==> src/hdl/gb_map_pkg.sv <==
/*
 * memory map for the console glue: register addresses, region bits,
 * ram sizes, interrupt vector rules, serial timing and the select struct
 */
package gb_map_pkg;

	// ------------------------------------------------------------
	// bus widths
	localparam int ADDR_W = 16;
	localparam int DATA_W = 8;

	// single registers in the io page
	localparam logic [15:0] ADDR_JOYP = 16'hFF00;	// joypad matrix
	localparam logic [15:0] ADDR_SB   = 16'hFF01;	// serial data, reads open bus
	localparam logic [15:0] ADDR_SC   = 16'hFF02;	// serial control
	localparam logic [15:0] ADDR_IF   = 16'hFF0F;	// interrupt flags
	localparam logic [15:0] ADDR_IE   = 16'hFFFF;	// interrupt enable

	// ------------------------------------------------------------
	// region decode, upper address bits
	localparam logic [1:0] WRAM_BASE_HI  = 2'b11;		// c000 up, echo included
	localparam logic [8:0] ZPRAM_BASE_HI = 9'h1FF;		// ff80..fffe
	localparam logic [2:0] CRAM_BASE_HI  = 3'b101;		// cart ram a000..bfff
	localparam logic [7:0] IO_PAGE       = 8'hFF;		// excluded from wram
	localparam int WRAM_AW  = 13;
	localparam int ZPRAM_AW = 7;

	// interrupts
	localparam int IRQ_N     = 5;
	localparam int IRQ_IDX_W = $clog2(IRQ_N);
	localparam logic [7:0] IRQ_VEC_BASE = 8'h40;
	localparam logic [7:0] IRQ_VEC_STEP = 8'd8;
	localparam logic [7:0] IRQ_VEC_NONE = 8'h55;	// nothing pending

	// serial stub, 8192 Hz bit clock at 4 MHz
	localparam int SERIAL_BIT_CYCLES = 512;
	localparam int SERIAL_BITS       = 8;
	localparam int SERIAL_DIV_W      = $clog2(SERIAL_BIT_CYCLES);
	localparam int SERIAL_CNT_W      = $clog2(SERIAL_BITS + 1);

	localparam logic [7:0] OPEN_BUS = 8'hFF;

	// one select bit per region, at most one set
	typedef struct packed {
		logic cart;
		logic wram;
		logic zpram;
		logic joyp;
		logic sb;
		logic sc;
		logic if_reg;
		logic ie_reg;
	} sel_t;

endpackage

==> src/hdl/gb_bus_pkg.sv <==
/*
 * bus structs: cpu side strobes, cartridge pins and the
 * interrupt source bundle in IF bit order
 */
package gb_bus_pkg;

	// plain strobe bus from the cpu, one access per cycle
	typedef struct packed {
		logic [gb_map_pkg::ADDR_W-1:0] addr;
		logic                          rd;
		logic                          wr;
		logic [gb_map_pkg::DATA_W-1:0] wdata;
	} cpu_bus_t;

	// ------------------------------------------------------------
	// cartridge rom / ram request, passed straight to the pins
	typedef struct packed {
		logic [gb_map_pkg::ADDR_W-1:0] addr;
		logic                          rd;
		logic                          wr;
		logic [gb_map_pkg::DATA_W-1:0] wdata;
	} cart_req_t;

	// event sources, first member is the msb so vblank lands on bit 0
	typedef struct packed {
		logic joypad;	// bit 4
		logic serial;	// bit 3
		logic timer;	// bit 2
		logic lcd;		// bit 1
		logic vblank;	// bit 0, raw level
	} irq_src_t;

endpackage

==> src/hdl/gb_irq_ctrl.sv <==
/*
 * interrupt controller: IF and IE registers, vblank edge capture,
 * fixed priority vector and acknowledge clearing
 */
`timescale 1ns/1ns

module gb_irq_ctrl (
	input  logic                    clk,
	input  logic                    reset,
	input  gb_bus_pkg::cpu_bus_t    cpu,
	input  gb_map_pkg::sel_t        sel,
	input  gb_bus_pkg::irq_src_t    src,
	input  logic                    irq_ack,
	output logic [7:0]              if_rdata,
	output logic [7:0]              ie_rdata,
	output logic [7:0]              irq_vec,
	output logic                    irq_pending
);

	logic [gb_map_pkg::IRQ_N-1:0]     if_r;		// flags
	logic [gb_map_pkg::IRQ_N-1:0]     ie_r;		// enables
	logic [gb_map_pkg::IRQ_N-1:0]     src_set;	// set requests this cycle
	logic [gb_map_pkg::IRQ_N-1:0]     hit;		// enabled and flagged
	logic [gb_map_pkg::IRQ_N-1:0]     ack_mask;	// one hot, winning bit
	logic [gb_map_pkg::IRQ_IDX_W-1:0] hit_idx;
	logic                             vb_d;		// vblank last cycle

	// ------------------------------------------------------------
	// sources, vblank is a level so only its rising edge counts
	always_comb begin
		src_set    = src;
		src_set[0] = src.vblank & ~vb_d;
	end

	// lowest bit wins
	always_comb begin
		hit      = if_r & ie_r;
		hit_idx  = '0;
		ack_mask = '0;
		for (int i = gb_map_pkg::IRQ_N - 1; i >= 0; i--) begin
			if (hit[i])
				hit_idx = gb_map_pkg::IRQ_IDX_W'(i);
		end
		ack_mask[hit_idx] = |hit;
	end

	assign irq_pending = |hit;
	assign irq_vec = irq_pending ?
		gb_map_pkg::IRQ_VEC_BASE + gb_map_pkg::IRQ_VEC_STEP *
			{{(8 - gb_map_pkg::IRQ_IDX_W){1'b0}}, hit_idx} :
		gb_map_pkg::IRQ_VEC_NONE;

	// ------------------------------------------------------------
	// registers, cpu write to IF beats set and ack
	always_ff @(posedge clk) begin
		if (reset) begin
			if_r <= '0;
			ie_r <= '0;
			vb_d <= 1'b0;
		end else begin
			vb_d <= src.vblank;
			if (cpu.wr && sel.ie_reg)
				ie_r <= cpu.wdata[gb_map_pkg::IRQ_N-1:0];
			if (cpu.wr && sel.if_reg)
				if_r <= cpu.wdata[gb_map_pkg::IRQ_N-1:0];
			else
				if_r <= (if_r | src_set) & ~(irq_ack ? ack_mask : '0);	// ack clears winner
		end
	end

	assign if_rdata = {3'b111, if_r};	// unused bits read high
	assign ie_rdata = {3'b000, ie_r};

	// cpu only acknowledges what it was told about
	a_ack_pending: assert property (@(posedge clk) disable iff (reset)
		irq_ack |-> irq_pending);

endmodule

==> config.mk <==
export PLATFORM = sky130hd
export DESIGN_NAME = gb_irq_ctrl
export DESIGN_NICKNAME = d
export VERILOG_FILES = /design/src/hdl/gb_map_pkg.sv /design/src/hdl/gb_bus_pkg.sv /design/src/hdl/gb_irq_ctrl.sv
export SDC_FILE = /design/constraint.sdc
export NUM_CORES = 1
export LEC_CHECK = 0
export ABC_CLOCK_PERIOD_IN_PS = 1200
export BUFFER_PORTS_ARGS = -buffer_cell sky130_fd_sc_hd__buf_2
export CAP_MARGIN = 10
export CORE_ASPECT_RATIO = 1.4
export CORE_UTILIZATION = 30
export DETAILED_ROUTE_END_ITERATION = 12
export PLACE_DENSITY_LB_ADDON = 0.3
export SLEW_MARGIN = 20
export SYNTH_ARGS = -nofsm -noshare
export SYNTH_HDL_FRONTEND = slang
export SYNTH_SLANG_ARGS = --single-unit
==> constraint.sdc <==
create_clock -name clk -period 1.2 [get_ports clk]
set_input_delay 0.12 -clock clk [delete_from_list [all_inputs] [get_ports clk]]
set_output_delay 0.12 -clock clk [all_outputs]
set_load 0.1 [all_outputs]
==> metrics.txt, run 1 <==
status=finished, violations left; failing checks=negative setup slack; top-area cell type share of the netlist area=0.351; CP Capture Type=primary output; Synth Area in Compound Gates=0.221; critical path class=flip-flop to primary output; Hold WC Path Type=primary input to flip-flop; fmax=between 0.6 and 0.7 GHz; Synth Cell Area=between 600 and 700 sq um; Setup WS post-layout=-0.334 ns; DR vias=732; Bufs on Longest Clock Path=2; flops & latches, synth=11; Pleak=0.535 nW; fraction of layout cells with a size suffix above 1=0.560; fin. max-slew vios=0; total core area=just under 0.002 sq mm; Via density=between 5 and 6; CP Launch Type=flip-flop; final setup fails=8; DRC=0; ant diodes=0; Cell Area, Placed=approximately 0.0012 sq mm; Filler Cells Inserted=roughly 170; Final nets=168; worst-skew pair later-pin latency=0.28 ns; DPL Wire Length=1460 um; TritonCTS buffer count=3; Finished Core Util=0.634; Antenna Violating Nets Remaining=0; WL/cell=roughly 12 um; syn avg cell area=~7.8 sq um; Period minus WS final=around 1.5 ns; Synth area leader=dfxtp_1; final hold vios=0; H-tree Lvls=1; I/O Pins=67; Worst-path clk slew=approximately 0.08 ns; Initial Util=0.318; largest net degree at the start of global routing=13; combinational family with the most area after synthesis=simple AND/OR/NAND/NOR gates; initial antenna violation count=0; period utilization=1.28; global route total overflow=0; GR Util All Layers=0.190; synth warn=0; DRT iter0 DRCs=12; power per cell area=approximately 1100 mW/mm^2; row count=19; cell count after synthesis=81; Max VDD drop=a little over 0.0009 V; die width=40.7 um; final setup TNS=-1.70 ns; CP required=1.08 ns; cell area after layout=about 0.0013 sq mm; Buffers on Ports=31; synthesis-to-finish area growth=99.2%; slowest CP cell=dfxtp_4; multiplexer share of the synthesized area=0; Worst path max stage delay=about 0.35 ns; worst endpoint data arrival time=between 1 and 1.5 ns; RSZ-0062 raised after global routing=true; hold_ws=between 0.06 and 0.07 ns; number of max-cap violations=0; global-route wire length before repair=2970 um; Critical path buffers and inverters=2; Synth Area in Simple Gates=0.249; sequential share of the synthesized area=0.351; Die Area=0.00228 sq mm; Final Skew=0.00649 ns; worst-path cell chain=a22o_1 -> buf_6 -> nor3b_4 -> buf_12; wirelength, routed=1800 um; Synth Area in XOR/XNOR=0; total clock sinks=11; synth top area cells=dfxtp_1, buf_4, nand2_1; post-placement setup slack=-0.0462 ns; CP max FO=4; delay-heaviest family, CP=flip-flops; number of global-route vias before repair=about 700; die span in y=56.1 um; CTS tree=built; drt pass-1 iters=2; gpl congestion=around 0.80; CTS Root Cell=clkbuf_4; Post-Synth Adder-Cell Area=0; library cells used by synthesis=28
worst paths after layout:
path	startpoint	cells after the start	end	slack (ns)
setup / recovery	if_r[0]	4	irq_vec[5]	-0.33
hold / removal	src[0]	2	vb_d	0.06
setup reg to reg	if_r[0]	4	if_r[4]	-0.04
hold reg to reg	ie_r[0]	2	ie_r[0]	0.50
Yosys cell counts:
master	number
nor2b_1	1
nand2_1	11
nor3_1	2
inv_1	3
a22oi_1	2
a211oi_1	2
and4_1	1
a31oi_1	1
a211o_1	1
a32oi_1	1
conb_1	2
a21boi_0	1
a21oi_1	7
or3_1	1
nand3_1	7
nor2_1	5
a311o_1	1
buf_6	1
nor4b_1	1
o41ai_1	1
a22o_1	1
o21ai_0	1
clkbuf_1	2
nor3b_1	2
dfxtp_1	11
buf_4	10
a32o_1	1
and2_1	1
through the flow:
stage                     total power [mW]  std cells
after floorplan                      0.928         88
after global placement                1.12        140
after detailed placement              1.13        140
after CTS                             1.43        146
after global routing                  1.49        146
final                                 1.42        146
repair_timing:
| action | in CTS | in global routing |
|---|---|---|
| resized for setup | 12 | 1 |
| gates cloned | 0 | 0 |
| endpoints found under the setup margin | 8 | 9 |
| setup buffers | 2 | 0 |
| endpoints found under the hold margin | 0 | 0 |
| pin swaps | 5 | 1 |
| hold buffers | 0 | 0 |
sequential cells by signal, indices dropped and copies added (netlist names):
| name | count |
|---|---|
| ie_r | 5 |
| if_r | 5 |
| vb_d | 1 |
layer usage:
metal / track usage / vias up / wire length, um
met4: 0.133 / 0 / 58
met2: 0.315 / 26 / 1010
li1: - / 358 / -
met3: 0.0240 / 4 / 63
met5: 0 / - / 0
met1: 0.202 / 344 / 663
placed cells by master, fill, tap and decap left out, types with 2 or more instances in the layout:
master    synthesis  final
clkbuf_4          0      3
conb_1            2      9
dfxtp_4           0     10
nor3_1            2      2
nor2_1            5      5
buf_6             1      6
nand2_2           0      2
a22oi_2           0      2
buf_12            0     16
nand2_1          11      9
nand3_1           7      6
inv_1             3      2
buf_2             0     15
buf_4            10      9
a21oi_1           7      6
a211oi_1          2      2
cell type report:
class | instances | area (sq um) | share of cell area
timing repair buffer | 46 | 531 | 0.424
multi-input combinational | 61 | 394 | 0.315
sequential | 11 | 258 | 0.206
tap | 21 | 26.3 | 0.0210
clock buffer | 3 | 22.5 | 0.0180
inverter | 3 | 15.0 | 0.0120
clock inverter | 1 | 5.00 | 0.00400
logic make-up (layout without fill, tap and decap cells):
kind of cell	after synthesis	after routing
AOI/OAI and AO/OA	20	20
and+or+nand+nor	32	32
DFF	11	11
other	2	9
buffers and inverters	16	53
power by group:
part	leakage (nW)	internal [mW]	switching, mW
clock network	0.0177	0.124	0.143
registers	0.0974	0.384	0.0304
logic	0.420	0.236	0.502
total	0.535	0.744	0.676
Note: power is estimated with default switching activity, not from simulation.
==> run 2: changes to the inputs <==
Settings changed: CAP_MARGIN 10 to unset, TNS_END_PERCENT set to 5.
==> run 2 against run 1 <==
  * The run still ends with negative setup slack left
  * Sequential power about the same
  * Clock-buffer cell count rose by 1
  * Core utilization shrank 2.8 points
  * Die area is the same
  * Final cell count is 2.7% lower
  * Non-clock buffer count is 4 lower
  * Clock power fell by 4%
  * Largest cell class unchanged
  * Clock skew down 0.0013 ns
  * Design area decreased by 4.4%
  * Flip-flop and latch count is the same
==> metrics.txt, run 2 (synthesized netlist as in run 1, its figures left out) <==
delay-heaviest family, CP=flip-flops; RSZ-0062 raised after global routing=true; final setup fails=7 (-1); CP Launch Type=flip-flop; Via density=5.01 (-0.13%); wirelength, routed=1680 um (-6.5%); largest net degree at the start of global routing=13 (unchanged); Initial Util=0.318 (unchanged); Final nets=164 (-2.4%); CTS tree=built; final hold vios=0 (unchanged); Buffers on Ports=31 (unchanged); Cell Area, Placed=0.00113 sq mm (-2.0%); Setup WS post-layout=-0.307 ns (+0.0267 ns); Power Total=1.38 mW (-2.5%); power per cell area=1160 mW/mm^2 (+2.0%); slowest CP cell=dfxtp_4; die span in y=56.1 um (unchanged); hold bufs inserted after CTS=0 (unchanged); global-route wire length before repair=2690 um (-9.3%); Worst-path clk slew=0.08 ns (about the same); Max VDD drop=0.000777 V (-16%); DR vias=711 (-2.9%); failing checks=negative setup slack; CP required=1.08 ns (about the same); Worst path max stage delay=0.35 ns (about the same); post-placement setup slack=-0.0408 ns (+0.00540 ns); synthesis-to-finish area growth=90.4%; worst endpoint data arrival time=1.39 ns (-0.02 ns); die width=40.7 um (unchanged); final setup TNS=-1.60 ns (+0.0987 ns); DPL Wire Length=1370 um (-5.8%); met1 GRT Util=0.205 (+0.00298); cell area after layout=0.00120 sq mm (-4.4%); total clock sinks=11 (unchanged); DRC=0 (unchanged); Pleak=0.520 nW (-2.9%); worst-path cell chain=a22o_1 -> buf_6 -> nor3b_4 -> buf_12; Flop pwr share=0.297 (+0.005); CP Capture Type=primary output; number of global-route vias before repair=633 (-11%); I/O Pins=67 (unchanged); Die Area=0.00228 sq mm (unchanged); Sw Ratio=0.472 (-0.00387); GR Layer Usage met3=0.0120 (-0.0120); Clock Power Share=0.184 (-0.004); fin. max-slew vios=0 (unchanged); Final Skew=0.00521 ns (-0.00128 ns); worst-skew pair later-pin latency=0.27 ns (about the same); most used routing layer=met2; Post-Layout Cell Count=142 (-2.7%); Psw=0.654 mW (-3.3%); Antenna Violating Nets Remaining=0 (unchanged); gpl congestion=0.827 (+4.0%); TritonCTS buffer count=3 (unchanged); Hold Crit Start=src[0]; drt pass-1 iters=4 (+2); commonest cells after routing, fill and taps aside=buf_2, buf_12, dfxtp_4; GR Util All Layers=0.167 (-0.0231); ant diodes=0 (unchanged); Worst Setup SP=ie_r[0]; WL/cell=11.8 um (-3.9%); placed insts=137 (-2.1%); Hold WC Path Type=primary input to flip-flop; met2 global-route usage=0.272 (-0.0431); H-tree Lvls=1 (unchanged); Top Registers=ie_r (5), if_r (5), vb_d (1); initial antenna violation count=0 (unchanged); row count=19 (unchanged); hold_ws=0.0716 ns (+0.00731 ns); number of max-cap violations=0 (unchanged); total core area=0.00197 sq mm (unchanged); CP max FO=4 (unchanged); period utilization=1.26 (-0.0222); global route total overflow=0 (unchanged); critical path class=flip-flop to primary output; Bufs on Longest Clock Path=2 (unchanged); Finished Core Util=0.606 (-0.0279); fraction of layout cells with a size suffix above 1=0.537 (-0.0228); DRT iter0 DRCs=32 (+20); combinational power share=0.519 (about the same); status=finished, violations left; CTS Root Cell=clkbuf_4; Period minus WS final=1.51 ns (-0.0267 ns); Int Pwr=0.731 mW (-1.7%); Critical path buffers and inverters=2 (unchanged); worst r2r src=ie_r[0]; fmax=0.664 GHz (+1.8%)
==> run 2: repair_timing <==
item                                    in CTS  in global routing
endpoints found under the hold margin        0                  0
buffers inserted                             1                  0
gates resized for setup                      8                  1
endpoints found under the setup margin       8                  9
pin swaps                                    7                  1
==> run 2: cell type report <==
cell class | count | area, sq um
Inverter | 3 | 15.0
Sequential cell | 11 | 258
Tap cell | 21 | 26.3
Clock buffer | 4 | 26.3
Fill cell | 170 | 777
Timing Repair Buffer | 42 | 480
Multi-Input combinational cell | 61 | 390
==> run 2: final timing paths <==
kind | slack, ns | endpoint | cells past startpoint
max | -0.31 | irq_vec[5] | 4
min | 0.07 | vb_d | 2
max reg2reg | -0.02 | if_r[2] | 3
min reg2reg | 0.51 | ie_r[2] | 2
==> run 2: per-layer routing <==
metal	vias up	part of all wire	routed length [um]
met4	0	0	0
li1	348	-	-
met5	-	0	0
met1	324	0.36	610
met3	0	0.067	113
met2	39	0.57	955
==> run 2: power by group through the flow <==
stage	registers [mW]	logic, mW	clock network (mW)
final	0.411	0.718	0.255
after global routing	0.414	0.745	0.281
after CTS	0.410	0.720	0.259
after detailed placement	0.418	0.703	0
after global placement	0.416	0.700	0
after floorplan	0.586	0.341	0
==> run 2: worst reg2reg max path, stage by stage (launching register included) <==
cell and delay [ns]:
dfxtp_4 0.35, a22o_1 0.24, or3_1 0.32, a32o_1 0.20
==> run 3: changes to the inputs <==
Settings changed: BUFFER_PORTS_ARGS -buffer_cell sky130_fd_sc_hd__buf_2 to -buffer_cell sky130_fd_sc_hd__buf_4.
==> run 3 against run 2 <==
  * The flow still finishes with violations (negative setup slack)
  * Sequential share of layout area rose by 1.9 points
  * Sequential power fell by 2%
  * Design area fell by 7.9%
  * Fmax barely moved
==> metrics.txt, run 3 (synthesized netlist as in run 1, its figures left out) <==
Final Skew=0.00254 ns (-0.00266 ns); power per cell area=1210 mW/mm^2 (+4.5%); largest net degree at the start of global routing=13 (unchanged); commonest non-fill, non-tap cell in the layout=buf_4; DPL Wire Length=1310 um (-4.4%); Via density=5.02 (+0.28%); CP max FO=6 (+2); TritonCTS buffer count=3 (unchanged); Worst-path clk slew=0.07 ns (about the same); Max VDD drop=0.000817 V (+5.2%); FF/Latch Area=258 sq um (unchanged); I/O Pins=67 (unchanged); die span in y=56.1 um (unchanged); die width=40.7 um (unchanged); row count=19 (unchanged); Final nets=163 (-0.61%); area of the multi-input gates=404 sq um (+3.5%); number of max-cap violations=0 (unchanged); synthesis-to-finish area growth=75.3%; Hold WC Path Type=primary input to flip-flop; DR vias=708 (-0.42%); wirelength, routed=1690 um (+0.60%); DRC=0 (unchanged); hold bufs inserted after CTS=0 (unchanged); period utilization=1.26 (about the same); post-placement setup slack=-0.121 ns (-0.0797 ns); ant diodes=0 (unchanged); RSZ-0062 raised after global routing=true; critical path class=flip-flop to primary output; H-tree Lvls=1 (unchanged); drt pass-1 iters=4 (unchanged); status=finished, violations left; R2R cell count=3 (unchanged); gpl congestion=0.790 (-4.5%); WL/cell=12.0 um (+1.3%); number of global-route vias before repair=645 (+1.9%); slack of the worst reg-to-reg path=-0.11 ns (-0.09 ns); GR Util All Layers=0.168 (+0.000876); Finished Core Util=0.558 (-0.0482); worst-skew pair later-pin latency=0.27 ns (about the same); initial antenna violation count=0 (unchanged); CP Launch Type=flip-flop; Top Registers=ie_r (5), if_r (5), vb_d (1); Antenna Violating Nets Remaining=0 (unchanged); commonest cells after routing, fill and taps aside=buf_4, dfxtp_4, nand2_1, conb_1; reg2reg end=if_r[2]; CTS Root Cell=clkbuf_4; fin. max-slew vios=0 (unchanged); CTS tree=built; worst endpoint data arrival time=1.39 ns (about the same); Setup WS post-layout=-0.306 ns (+0.000971 ns); fmax=0.664 GHz (about the same); crit path capture=irq_vec[0]; Buffers on Ports=31 (unchanged); Bufs on Longest Clock Path=2 (unchanged); total core area=0.00197 sq mm (unchanged); CP required=1.08 ns (about the same); Filler Cells Inserted=187 (+10%); fraction of layout cells with a size suffix above 1=0.550 (+0.0128); Worst Setup SP=ie_r[0]; total clock sinks=11 (unchanged); DRT iter0 DRCs=9 (-72%); worst r2r src=if_r[0]; Pleak=0.497 nW (-4.5%); Period minus WS final=1.51 ns (-0.000971 ns); hold path cells=2 (unchanged); final setup fails=8 (+1); Initial Util=0.318 (unchanged); global-route wire length before repair=2780 um (+3.3%); failing checks=negative setup slack; Die Area=0.00228 sq mm (unchanged); final hold vios=0 (unchanged); CP Capture Type=primary output; global route total overflow=0 (unchanged)
==> run 3: cell types whose count changed in the layout (fill, tap and decap cells not counted), sizes merged <==
cell | previous run | this run
buf | 42 | 41
==> run 3: metal layers <==
metal | vias to the layer above | GRT usage | wire length [um]
li1 | 349 | - | -
met1 | 328 | 0.221 | 678
met2 | 29 | 0.268 | 908
met3 | 2 | 0.0120 | 84
met4 | 0 | 0.0714 | 19
met5 | - | 0 | 0
==> run 3: area by class of cell <==
type	instances	area share
Clock buffer	4	0.0239
Inverter	3	0.0136
Multi-Input combinational cell	61	0.367
Sequential cell	11	0.234
Tap cell	21	0.0239
Timing Repair Buffer	41	0.337
==> run 3: critical path, stage by stage (launching register included) <==
cell,delay (ns)
dfxtp_4,0.35
buf_6,0.13
a22oi_2,0.22
nand3_4,0.11
clkinvlp_4,0.13
buf_12,0.18
==> run 3: through the flow <==
stage | total power [mW] | std cells | instance area [sq um] | setup TNS, ns | hold WS, ns
CTS | 1.32 | 141 | 1080 | -1.82 | 0.0749
global route | 1.39 | 141 | 1100 | -2.19 | 0.0797
floorplan | 0.928 | 88 | 754 | -3.52 | 0.246
detailed placement | 1.03 | 136 | 975 | -0.476 | 0.356
finish | 1.33 | 141 | 1100 | -1.78 | 0.0663
global placement | 1.03 | 136 | 975 | -0.468 | 0.340
==> run 3: what timing repair did <==
item                       CTS  global route
pin swaps                    4             0
setup endpoints to repair    8             8
buffers inserted             1             0
gates resized for setup     18             4
==> run 3: worst min path at each step <==
stage / startpoint / to / slack, ns
6_report: src[0] / vb_d / 0.07
5_1_grt: src[0] / vb_d / 0.08
4_1_cts: src[0] / vb_d / 0.07
3_5_place_dp: src[0] / vb_d / 0.36
3_3_place_gp: src[0] / vb_d / 0.34
2_1_floorplan: cpu[1] / if_r[1] / 0.25
==> run 3: power breakdown <==
part	switching (mW)	internal [mW]
Clock	0.132	0.129
Combinational	0.496	0.171
Sequential	0.0197	0.383
